$ cat config.mk
export PLATFORM = sky130hd
export DESIGN_NAME = id_decode
export DESIGN_NICKNAME = d
export VERILOG_FILES = /design/src/source/ctrl_sel_pkg.sv /design/src/source/rv_isa_pkg.sv /design/src/source/id_ctrl_decode.sv /design/src/source/id_decode.sv /design/src/source/id_imm_gen.sv /design/src/source/id_stage_reg.sv
export SDC_FILE = /design/constraint.sdc
export NUM_CORES = 1
export LEC_CHECK = 0
export BUFFER_PORTS_ARGS = -buffer_cell sky130_fd_sc_hd__buf_4
export CORE_MARGIN = 5
export CORE_UTILIZATION = 52
export CTS_BUF_LIST = sky130_fd_sc_hd__clkbuf_2 sky130_fd_sc_hd__clkbuf_4 sky130_fd_sc_hd__clkbuf_8
export DETAILED_ROUTE_END_ITERATION = 7
export PLACE_DENSITY = 0.94
export SYNTH_ARGS = -nofsm -noshare
export SYNTH_HDL_FRONTEND = slang
export SYNTH_SLANG_ARGS = --single-unit
$ cat constraint.sdc
create_clock -name clk_i -period 2.4 [get_ports clk_i]
set_input_delay 0 -clock clk_i [delete_from_list [all_inputs] [get_ports clk_i]]
set_output_delay 0 -clock clk_i [all_outputs]
set_load 0.02 [all_outputs]
$ cat src/source/ctrl_sel_pkg.sv
package ctrl_sel_pkg;

    // ========================================================================
    // PC and register write-back selects
    // ========================================================================

    typedef logic [1:0] pc_wr_sel_t;

    localparam pc_wr_sel_t PC_WR_NEXT = 2'd0;   // Sequential PC.
    localparam pc_wr_sel_t PC_WR_ALU  = 2'd1;   // ALU result is the target.
    localparam pc_wr_sel_t PC_WR_JALR = 2'd2;   // ALU result, bit 0 cleared.
    // Branch target taken only if the execute stage comparison holds.
    localparam pc_wr_sel_t PC_WR_COND = 2'd3;

    typedef logic [1:0] rd_wr_sel_t;

    localparam rd_wr_sel_t RD_WR_ALU      = 2'd0;
    localparam rd_wr_sel_t RD_WR_DRAM     = 2'd1;
    localparam rd_wr_sel_t RD_WR_PC_INC_4 = 2'd2;   // Link address.

    // ========================================================================
    // ALU operand and function selects
    // ========================================================================

    typedef logic [1:0] alu_a_sel_t;

    localparam alu_a_sel_t ALU_A_RS1  = 2'd0;
    localparam alu_a_sel_t ALU_A_PC   = 2'd1;
    localparam alu_a_sel_t ALU_A_ZERO = 2'd2;

    typedef logic [1:0] alu_b_sel_t;

    localparam alu_b_sel_t ALU_B_RS2  = 2'd0;
    localparam alu_b_sel_t ALU_B_IMM  = 2'd1;
    localparam alu_b_sel_t ALU_B_ZERO = 2'd2;

    // Same encoding as funct3.
    typedef logic [2:0] alu_op1_t;

    localparam alu_op1_t ALU_OP_1_ADD = 3'b000;

    localparam logic ALU_OP_0_ADD_SRL = 1'b0;   // Bit 30 clear.

    // ========================================================================
    // Data memory
    // ========================================================================

    // Byte, half or word, signed or unsigned, as funct3 encodes it.
    typedef logic [2:0] dram_sel_t;

endpackage

$ cat src/source/rv_isa_pkg.sv
package rv_isa_pkg;

    // ========================================================================
    // Instruction word
    // ========================================================================

    localparam int INST_W = 32;

    // Bits 1:0 of a 32-bit (non-compressed) instruction.
    localparam logic [1:0] OPCODE_QUAD_FULL = 2'b11;

    // ========================================================================
    // Field types
    // ========================================================================

    typedef logic [4:0] opcode_grp_t;   // Major opcode, bits 6:2.
    typedef logic [4:0] reg_addr_t;     // Register file index.
    typedef logic [2:0] funct3_t;       // Minor opcode, bits 14:12.

    localparam reg_addr_t REG_ZERO = 5'd0;

    // ========================================================================
    // Major opcode groups
    // ========================================================================

    localparam opcode_grp_t OPCODE_G_LOAD   = 5'b00000;
    localparam opcode_grp_t OPCODE_G_OP_IMM = 5'b00100;
    localparam opcode_grp_t OPCODE_G_AUIPC  = 5'b00101;
    localparam opcode_grp_t OPCODE_G_STORE  = 5'b01000;
    localparam opcode_grp_t OPCODE_G_OP     = 5'b01100;
    localparam opcode_grp_t OPCODE_G_LUI    = 5'b01101;
    localparam opcode_grp_t OPCODE_G_BRANCH = 5'b11000;
    localparam opcode_grp_t OPCODE_G_JALR   = 5'b11001;
    localparam opcode_grp_t OPCODE_G_JAL    = 5'b11011;

    // ========================================================================
    // Immediate formats
    // ========================================================================

    typedef logic [2:0] imm_fmt_t;

    localparam imm_fmt_t IMM_FMT_NONE = 3'd0;   // No immediate, reads as zero.
    localparam imm_fmt_t IMM_FMT_I    = 3'd1;   // Loads, OP-IMM, JALR.
    localparam imm_fmt_t IMM_FMT_S    = 3'd2;   // Stores.
    localparam imm_fmt_t IMM_FMT_B    = 3'd3;   // Branch offset, bit 0 zero.
    localparam imm_fmt_t IMM_FMT_U    = 3'd4;   // Upper 20 bits.
    localparam imm_fmt_t IMM_FMT_J    = 3'd5;   // Jump offset, bit 0 zero.

endpackage

$ cat src/source/id_ctrl_decode.sv
`timescale 1ns/1ps

module id_ctrl_decode (
    input  logic [1:0]                opcode_quad_i,
    input  rv_isa_pkg::opcode_grp_t   opcode_grp_i,
    input  rv_isa_pkg::funct3_t       funct3_i,
    input  logic                      inst_bit30_i,

    output logic                      pc_wr_en_o,
    output ctrl_sel_pkg::pc_wr_sel_t  pc_wr_sel_o,

    output logic                      rd_wr_en_o,
    output ctrl_sel_pkg::rd_wr_sel_t  rd_wr_sel_o,

    output ctrl_sel_pkg::alu_a_sel_t  alu_a_sel_o,
    output ctrl_sel_pkg::alu_b_sel_t  alu_b_sel_o,

    output logic                      alu_op_0_sel_o,
    output ctrl_sel_pkg::alu_op1_t    alu_op_1_sel_o,

    output logic                      dram_wr_en_o,

    output rv_isa_pkg::imm_fmt_t      imm_fmt_o
);

import rv_isa_pkg::*;
import ctrl_sel_pkg::*;

always_comb begin
    // Default row, also used for anything not decoded below.
    pc_wr_en_o     = 1'b1;
    pc_wr_sel_o    = PC_WR_NEXT;
    rd_wr_en_o     = 1'b0;
    rd_wr_sel_o    = RD_WR_ALU;
    alu_a_sel_o    = ALU_A_ZERO;
    alu_b_sel_o    = ALU_B_ZERO;
    alu_op_0_sel_o = ALU_OP_0_ADD_SRL;
    alu_op_1_sel_o = ALU_OP_1_ADD;
    dram_wr_en_o   = 1'b0;
    imm_fmt_o      = IMM_FMT_NONE;

    if (opcode_quad_i == OPCODE_QUAD_FULL) begin
        case (opcode_grp_i)
            OPCODE_G_OP_IMM: begin
                rd_wr_en_o     = 1'b1;
                alu_a_sel_o    = ALU_A_RS1;
                alu_b_sel_o    = ALU_B_IMM;
                // Bit 30 is SRAI only for shifts; for ADDI it is immediate data.
                alu_op_0_sel_o = inst_bit30_i & |funct3_i;
                alu_op_1_sel_o = funct3_i;
                imm_fmt_o      = IMM_FMT_I;
            end
            OPCODE_G_LUI: begin
                rd_wr_en_o  = 1'b1;
                alu_b_sel_o = ALU_B_IMM;   // Zero plus immediate.
                imm_fmt_o   = IMM_FMT_U;
            end
            OPCODE_G_AUIPC: begin
                rd_wr_en_o  = 1'b1;
                alu_a_sel_o = ALU_A_PC;
                alu_b_sel_o = ALU_B_IMM;
                imm_fmt_o   = IMM_FMT_U;
            end
            OPCODE_G_OP: begin
                rd_wr_en_o     = 1'b1;
                alu_a_sel_o    = ALU_A_RS1;
                alu_b_sel_o    = ALU_B_RS2;
                alu_op_0_sel_o = inst_bit30_i;   // SUB and SRA.
                alu_op_1_sel_o = funct3_i;
            end
            OPCODE_G_JAL: begin
                pc_wr_sel_o = PC_WR_ALU;
                rd_wr_en_o  = 1'b1;
                rd_wr_sel_o = RD_WR_PC_INC_4;
                alu_a_sel_o = ALU_A_PC;
                alu_b_sel_o = ALU_B_IMM;
                imm_fmt_o   = IMM_FMT_J;
            end
            OPCODE_G_JALR: begin
                pc_wr_sel_o = PC_WR_JALR;
                rd_wr_en_o  = 1'b1;
                rd_wr_sel_o = RD_WR_PC_INC_4;
                alu_a_sel_o = ALU_A_RS1;
                alu_b_sel_o = ALU_B_IMM;
                imm_fmt_o   = IMM_FMT_I;
            end
            OPCODE_G_BRANCH: begin
                pc_wr_sel_o = PC_WR_COND;   // Resolved in execute.
                alu_a_sel_o = ALU_A_PC;
                alu_b_sel_o = ALU_B_IMM;
                imm_fmt_o   = IMM_FMT_B;
            end
            OPCODE_G_LOAD: begin
                pc_wr_en_o  = 1'b0;   // Hold PC until the read returns.
                rd_wr_en_o  = 1'b1;
                rd_wr_sel_o = RD_WR_DRAM;
                alu_a_sel_o = ALU_A_RS1;
                alu_b_sel_o = ALU_B_IMM;
                imm_fmt_o   = IMM_FMT_I;
            end
            OPCODE_G_STORE: begin
                alu_a_sel_o  = ALU_A_RS1;
                alu_b_sel_o  = ALU_B_IMM;
                dram_wr_en_o = 1'b1;
                imm_fmt_o    = IMM_FMT_S;
            end
            default: begin
                // Unknown group keeps the default row.
                imm_fmt_o = IMM_FMT_NONE;
            end
        endcase
    end
end

endmodule

$ cat src/source/id_decode.sv
`timescale 1ns/1ps

module id_decode #(
    parameter int XLEN = 32
) (
    input  logic                          clk_i,
    input  logic                          rst_n_i,

    input  logic                          inst_valid_i,
    input  logic [rv_isa_pkg::INST_W-1:0] inst_data_i,

    output logic                          valid_o,

    output logic                          pc_wr_en_o,
    output ctrl_sel_pkg::pc_wr_sel_t      pc_wr_sel_o,

    output logic                          rd_wr_en_o,
    output ctrl_sel_pkg::rd_wr_sel_t      rd_wr_sel_o,
    output rv_isa_pkg::reg_addr_t         rd_wr_addr_o,

    output rv_isa_pkg::reg_addr_t         rs1_rd_addr_o,
    output rv_isa_pkg::reg_addr_t         rs2_rd_addr_o,

    output ctrl_sel_pkg::alu_a_sel_t      alu_a_sel_o,
    output ctrl_sel_pkg::alu_b_sel_t      alu_b_sel_o,

    output rv_isa_pkg::funct3_t           alu_comp_sel_o,

    output logic                          alu_op_0_sel_o,
    output ctrl_sel_pkg::alu_op1_t        alu_op_1_sel_o,

    output logic                          dram_wr_en_o,
    output ctrl_sel_pkg::dram_sel_t       dram_wr_sel_o,
    output ctrl_sel_pkg::dram_sel_t       dram_rd_sel_o,

    output logic [XLEN-1:0]               imm_rd_data_o
);

import rv_isa_pkg::*;
import ctrl_sel_pkg::*;

// ============================================================================
// Instruction fields
// ============================================================================

logic [1:0]  opcode_quad;
opcode_grp_t opcode_grp;
reg_addr_t   rd;
reg_addr_t   rs1;
reg_addr_t   rs2;
funct3_t     funct3;

assign opcode_quad = inst_data_i[1:0];
assign opcode_grp  = inst_data_i[6:2];
assign rd          = inst_data_i[11:7];
assign funct3      = inst_data_i[14:12];
assign rs1         = inst_data_i[19:15];
assign rs2         = inst_data_i[24:20];

// Decoded, not yet registered.
logic        pc_wr_en;
pc_wr_sel_t  pc_wr_sel;
logic        rd_wr_en;
rd_wr_sel_t  rd_wr_sel;
alu_a_sel_t  alu_a_sel;
alu_b_sel_t  alu_b_sel;
logic        alu_op_0_sel;
alu_op1_t    alu_op_1_sel;
logic        dram_wr_en;
imm_fmt_t    imm_fmt;
logic [XLEN-1:0] imm;

funct3_t     funct3_r;

// ============================================================================
// Decode, immediate and stage register
// ============================================================================

id_ctrl_decode i_id_ctrl_decode (
    .opcode_quad_i  (opcode_quad),
    .opcode_grp_i   (opcode_grp),
    .funct3_i       (funct3),
    .inst_bit30_i   (inst_data_i[30]),
    .pc_wr_en_o     (pc_wr_en),
    .pc_wr_sel_o    (pc_wr_sel),
    .rd_wr_en_o     (rd_wr_en),
    .rd_wr_sel_o    (rd_wr_sel),
    .alu_a_sel_o    (alu_a_sel),
    .alu_b_sel_o    (alu_b_sel),
    .alu_op_0_sel_o (alu_op_0_sel),
    .alu_op_1_sel_o (alu_op_1_sel),
    .dram_wr_en_o   (dram_wr_en),
    .imm_fmt_o      (imm_fmt)
);

id_imm_gen #(
    .XLEN (XLEN)
) i_id_imm_gen (
    .inst_data_i (inst_data_i),
    .imm_fmt_i   (imm_fmt),
    .imm_o       (imm)
);

id_stage_reg #(
    .XLEN (XLEN)
) i_id_stage_reg (
    .clk_i          (clk_i),
    .rst_n_i        (rst_n_i),
    .valid_i        (inst_valid_i),
    .pc_wr_en_i     (pc_wr_en),
    .pc_wr_sel_i    (pc_wr_sel),
    .rd_wr_en_i     (rd_wr_en),
    .rd_wr_sel_i    (rd_wr_sel),
    .alu_a_sel_i    (alu_a_sel),
    .alu_b_sel_i    (alu_b_sel),
    .alu_op_0_sel_i (alu_op_0_sel),
    .alu_op_1_sel_i (alu_op_1_sel),
    .dram_wr_en_i   (dram_wr_en),
    .rd_addr_i      (rd),
    .rs1_addr_i     (rs1),
    .rs2_addr_i     (rs2),
    .funct3_i       (funct3),
    .imm_i          (imm),
    .valid_o        (valid_o),
    .pc_wr_en_o     (pc_wr_en_o),
    .pc_wr_sel_o    (pc_wr_sel_o),
    .rd_wr_en_o     (rd_wr_en_o),
    .rd_wr_sel_o    (rd_wr_sel_o),
    .alu_a_sel_o    (alu_a_sel_o),
    .alu_b_sel_o    (alu_b_sel_o),
    .alu_op_0_sel_o (alu_op_0_sel_o),
    .alu_op_1_sel_o (alu_op_1_sel_o),
    .dram_wr_en_o   (dram_wr_en_o),
    .rd_addr_o      (rd_wr_addr_o),
    .rs1_addr_o     (rs1_rd_addr_o),
    .rs2_addr_o     (rs2_rd_addr_o),
    .funct3_o       (funct3_r),
    .imm_o          (imm_rd_data_o)
);

// Branch condition and access width both come straight from funct3.
assign alu_comp_sel_o = funct3_r;
assign dram_wr_sel_o  = funct3_r;
assign dram_rd_sel_o  = funct3_r;

endmodule

$ cat src/source/id_imm_gen.sv
`timescale 1ns/1ps

module id_imm_gen #(
    parameter int XLEN = 32
) (
    input  logic [rv_isa_pkg::INST_W-1:0] inst_data_i,
    input  rv_isa_pkg::imm_fmt_t          imm_fmt_i,

    output logic [XLEN-1:0]               imm_o
);

import rv_isa_pkg::*;

logic                     sign_w;
logic signed [INST_W-1:0] imm_w;

assign sign_w = inst_data_i[INST_W-1];   // Every format takes its sign from bit 31.

// ============================================================================
// Reassemble the scattered immediate bits
// ============================================================================

always_comb begin
    case (imm_fmt_i)
        IMM_FMT_I: begin
            imm_w = {{21{sign_w}}, inst_data_i[30:20]};
        end
        IMM_FMT_S: begin
            imm_w = {{21{sign_w}}, inst_data_i[30:25], inst_data_i[11:7]};
        end
        IMM_FMT_B: begin
            imm_w = {{20{sign_w}}, inst_data_i[7], inst_data_i[30:25],
                     inst_data_i[11:8], 1'b0};
        end
        IMM_FMT_U: begin
            imm_w = {inst_data_i[31:12], 12'h000};
        end
        IMM_FMT_J: begin
            imm_w = {{12{sign_w}}, inst_data_i[19:12], inst_data_i[20],
                     inst_data_i[30:21], 1'b0};
        end
        default: begin
            imm_w = '0;
        end
    endcase
end

// Signed cast widens to XLEN with sign extension.
assign imm_o = XLEN'(imm_w);

endmodule

$ cat src/source/id_stage_reg.sv
`timescale 1ns/1ps

module id_stage_reg #(
    parameter int XLEN = 32
) (
    input  logic                      clk_i,
    input  logic                      rst_n_i,

    input  logic                      valid_i,
    input  logic                      pc_wr_en_i,
    input  ctrl_sel_pkg::pc_wr_sel_t  pc_wr_sel_i,
    input  logic                      rd_wr_en_i,
    input  ctrl_sel_pkg::rd_wr_sel_t  rd_wr_sel_i,
    input  ctrl_sel_pkg::alu_a_sel_t  alu_a_sel_i,
    input  ctrl_sel_pkg::alu_b_sel_t  alu_b_sel_i,
    input  logic                      alu_op_0_sel_i,
    input  ctrl_sel_pkg::alu_op1_t    alu_op_1_sel_i,
    input  logic                      dram_wr_en_i,
    input  rv_isa_pkg::reg_addr_t     rd_addr_i,
    input  rv_isa_pkg::reg_addr_t     rs1_addr_i,
    input  rv_isa_pkg::reg_addr_t     rs2_addr_i,
    input  rv_isa_pkg::funct3_t       funct3_i,
    input  logic [XLEN-1:0]           imm_i,

    output logic                      valid_o,
    output logic                      pc_wr_en_o,
    output ctrl_sel_pkg::pc_wr_sel_t  pc_wr_sel_o,
    output logic                      rd_wr_en_o,
    output ctrl_sel_pkg::rd_wr_sel_t  rd_wr_sel_o,
    output ctrl_sel_pkg::alu_a_sel_t  alu_a_sel_o,
    output ctrl_sel_pkg::alu_b_sel_t  alu_b_sel_o,
    output logic                      alu_op_0_sel_o,
    output ctrl_sel_pkg::alu_op1_t    alu_op_1_sel_o,
    output logic                      dram_wr_en_o,
    output rv_isa_pkg::reg_addr_t     rd_addr_o,
    output rv_isa_pkg::reg_addr_t     rs1_addr_o,
    output rv_isa_pkg::reg_addr_t     rs2_addr_o,
    output rv_isa_pkg::funct3_t       funct3_o,
    output logic [XLEN-1:0]           imm_o
);

import rv_isa_pkg::*;
import ctrl_sel_pkg::*;

always_ff @(posedge clk_i) begin
    if (!rst_n_i) begin
        valid_o        <= 1'b0;
        pc_wr_en_o     <= 1'b0;
        pc_wr_sel_o    <= PC_WR_NEXT;
        rd_wr_en_o     <= 1'b0;
        rd_wr_sel_o    <= RD_WR_ALU;
        alu_a_sel_o    <= ALU_A_RS1;
        alu_b_sel_o    <= ALU_B_RS2;
        alu_op_0_sel_o <= ALU_OP_0_ADD_SRL;
        alu_op_1_sel_o <= ALU_OP_1_ADD;
        dram_wr_en_o   <= 1'b0;
        rd_addr_o      <= REG_ZERO;
        rs1_addr_o     <= REG_ZERO;
        rs2_addr_o     <= REG_ZERO;
        funct3_o       <= '0;
        imm_o          <= '0;
    end else begin
        valid_o        <= valid_i;
        // An invalid cycle becomes a bubble with no side effects.
        pc_wr_en_o     <= pc_wr_en_i & valid_i;
        rd_wr_en_o     <= rd_wr_en_i & valid_i;
        dram_wr_en_o   <= dram_wr_en_i & valid_i;
        pc_wr_sel_o    <= pc_wr_sel_i;
        rd_wr_sel_o    <= rd_wr_sel_i;
        alu_a_sel_o    <= alu_a_sel_i;
        alu_b_sel_o    <= alu_b_sel_i;
        alu_op_0_sel_o <= alu_op_0_sel_i;
        alu_op_1_sel_o <= alu_op_1_sel_i;
        rd_addr_o      <= rd_addr_i;
        rs1_addr_o     <= rs1_addr_i;
        rs2_addr_o     <= rs2_addr_i;
        funct3_o       <= funct3_i;   // Comparison and memory widths.
        imm_o          <= imm_i;
    end
end

endmodule

==> metrics.cfg <==
[status]
result_of_the_run=finished clean

[route]
via_count=2367
drcViolationCount=0
finalWirelength_um=7600
avgRoutedWirePerCell_um=17.8
drt_iter0_markers=219
postRouteAntennaNets=0
drt_pass1_iterations=4
via_per_inst=5.53

[logic_synthesis]
synth_edf_count=0
post_synth_instance_area_sq_um=2400
syn_nets=277
syn-instance-count=242
synth-warning-count=0
dominantRegCellSynth=sky130_fd_sc_hd__dfxtp_1
yosysSeqAreaShare_pct=55.1
ys_seq_elements=66
synth-async-reset-ratio_pct=0
yosys.cell_types.count=38
avgSynthCellArea_sq_um=9.91

[finish]
num_antenna_cells=0
syn_to_final_growth_pct=55.0
multi_input_area_sq_um=952
design.final.nets=406
fraction_of_final_layout_cells_with_drive_strength_greater_than_1_pct=37.5
fin_area_sq_um=3720
fillers=246
seqCellArea_sq_um=1320

[worst_setup_path]
setup.worst_path.class=in2reg
setup.worst_path.start_class=input pin
critPathRequiredTime_ns=2.59
sequence_of_cells_on_the_critical_path=dlygate4sd3_1 -> buf_4 -> nor2b_1 -> o21ai_2 -> o21ai_0 -> a21oi_1
critical_path_arrival_ns=2.24
crit_slowest_cell=sky130_fd_sc_hd__o21ai_0
critical-path-max-stage-delay_ns=0.91
timing.critical_path.to_type=register
worst-path-max-fanout=14

[hold_path]
hp-class=in2reg

[floorplanning]
fp-row-count=24
initial_core_util_pct=54.3
die-height_um=77.9
core_area_sq_um=4410
die-area_sq_um=6070
number_of_top_level_pins=107
die_w_um=77.9

[placement]
post_dp_cell_area_sq_um=3170
dp_hpwl_um=4830
gp_congestion=0.839
portBuffers=106
pre_cts_slack_ns=0.523

[grt]
antenna_found_initial=0
first_pass_grt_wire_length_um=12300
grt_start_max_net_pins=26
grt.total_usage_pct=25.5
first_global_vias=2397
grt-ovfl-total=0

[timing]
finalSetupViolations=0
period_needed_ns=2.06
relSlewSlack_pct=23.8
fin_setup_tns_ns=0
final_hold_viol_count=0
setup_ws_final_ns=0.342
slew_violations=0
max_freq_mhz=486
timing_worst_slew_pin_value_ns=1.13
rsz0062_at_grt=false
fin_crit_sh_pct=85.7

[clocking]
cts.path.max_buffers=2
cts_num_sinks=66
path_clk_slew_ns=0.08
cts_post_setup_buffers_inserted=0
cts-buffers-inserted=9
cts-htree-levels=3
cts_tree=yes
cts_root_buffer=sky130_fd_sc_hd__clkbuf_8

[pwr]
vdd_drop_max_uv=521
pwr_density_cell_nw_per_um2=687
power_leakage_nw=1.60

[flow_run]
maxCapViolations=0

## cell type report
type / instances / share of cell area, %
Sequential cell: 66 / 35.5
Multi-Input combinational cell: 152 / 25.6
Inverter: 2 / 0.202
Tap cell: 52 / 1.75
Clock buffer: 10 / 3.53
Clock inverter: 6 / 3.10
Timing Repair Buffer: 140 / 30.3
## path summary, 6_finish.rpt
path | startpoint | endpoint | depth (start not counted)
min | inst_data_i[5] | i_id_stage_reg.rd_wr_en_o | 3
max | inst_data_i[3] | i_id_stage_reg.imm_o[22] | 6
## stage by stage
stage          util, %  total power [mW]  hold slack, ns  cells
4_1_cts           84.2              2.56          0.0300    428
6_report          84.2              2.56          0.0387    428
2_1_floorplan        -              1.28           0.120    242
3_3_place_gp      71.9              1.39           0.218    382
5_1_grt           84.2              2.64          0.0480    428
3_5_place_dp      71.9              1.40           0.218    382
## cell usage in the layout, fill, tap and decap left out, types with 2 or more instances in the layout
master                            n
sky130_fd_sc_hd__buf_4          110
sky130_fd_sc_hd__nor2b_1          5
sky130_fd_sc_hd__nand3_1         17
sky130_fd_sc_hd__clkinv_4         2
sky130_fd_sc_hd__a21boi_0         3
sky130_fd_sc_hd__dfxtp_1         66
sky130_fd_sc_hd__bufinv_16        3
sky130_fd_sc_hd__nor3_1           5
sky130_fd_sc_hd__and2_1          28
sky130_fd_sc_hd__nor2_1           8
sky130_fd_sc_hd__clkbuf_8         9
sky130_fd_sc_hd__inv_1            2
sky130_fd_sc_hd__a21oi_1         33
sky130_fd_sc_hd__nand2_1         10
sky130_fd_sc_hd__dlygate4sd3_1   30
sky130_fd_sc_hd__a211oi_2         7
sky130_fd_sc_hd__o21ai_0          7
sky130_fd_sc_hd__and3_1           5
sky130_fd_sc_hd__nand4b_1         2
sky130_fd_sc_hd__a21oi_2          3
## critical path, delay by kind of cell
kind	cells	cell delay (ns)
AO/OA/AOI/OAI	3	1.21
buffers and inverters	2	0.72
AND/OR/NAND/NOR	1	0.31
## cell usage after synthesis, types with 5 or more instances
cell,count,area [sq um]
sky130_fd_sc_hd__dfxtp_1,66,1320
sky130_fd_sc_hd__a21oi_1,33,165
sky130_fd_sc_hd__and2_1,28,175
sky130_fd_sc_hd__nand3_1,17,85.1
sky130_fd_sc_hd__nand2_1,10,37.5
sky130_fd_sc_hd__clkbuf_1,8,30.0
sky130_fd_sc_hd__nor2_1,8,30.0
sky130_fd_sc_hd__a211oi_2,7,87.6
sky130_fd_sc_hd__buf_4,7,52.6
sky130_fd_sc_hd__o21ai_0,7,35.0
sky130_fd_sc_hd__buf_2,6,30.0
sky130_fd_sc_hd__and3_1,5,31.3
sky130_fd_sc_hd__nor2b_1,5,31.3
sky130_fd_sc_hd__nor3_1,5,25.0
## where the power goes
part	internal, mW	total, mW	leakage, nW	switching (mW)
registers	1.12	1.13	0.538	0.00898
clock network	0.705	1.14	0.120	0.433
logic	0.138	0.291	0.943	0.153
total	1.96	2.56	1.60	0.595
## registers in the layout (all words and copies together) (netlist names), 2 cells and up
register,cells
i_id_stage_reg.rs1_addr_o,5
i_id_stage_reg.imm_o,32
i_id_stage_reg.funct3_o,3
i_id_stage_reg.rd_addr_o,5
i_id_stage_reg.alu_op_1_sel_o,3
i_id_stage_reg.rd_wr_sel_o,2
i_id_stage_reg.rs2_addr_o,5
i_id_stage_reg.alu_b_sel_o,2
i_id_stage_reg.pc_wr_sel_o,2
i_id_stage_reg.alu_a_sel_o,2
## kinds of logic after synthesis
group,count (synthesis),synth area share [%]
xor gates and xnor gates,1,0.365
buffers and inverters,24,5.48
DFF,66,55.1
and+or+nand+nor,87,20.6
AOI/OAI and AO/OA,64,18.5
## what timing repair did
action / 4_1_cts / 5_1_grt
hold endpoints to repair: 49 / 0
gates resized for setup: 0 / 0
hold buffers: 30 / 0
## layer usage
metal	vias up	wire, um	track usage, %
li1	1093	-	-
met1	1123	2790	28.8
met2	131	3920	44.6
met3	20	684	5.79
met4	0	205	12.8
met5	-	0	0
Power figures use the tool's default switching activity.
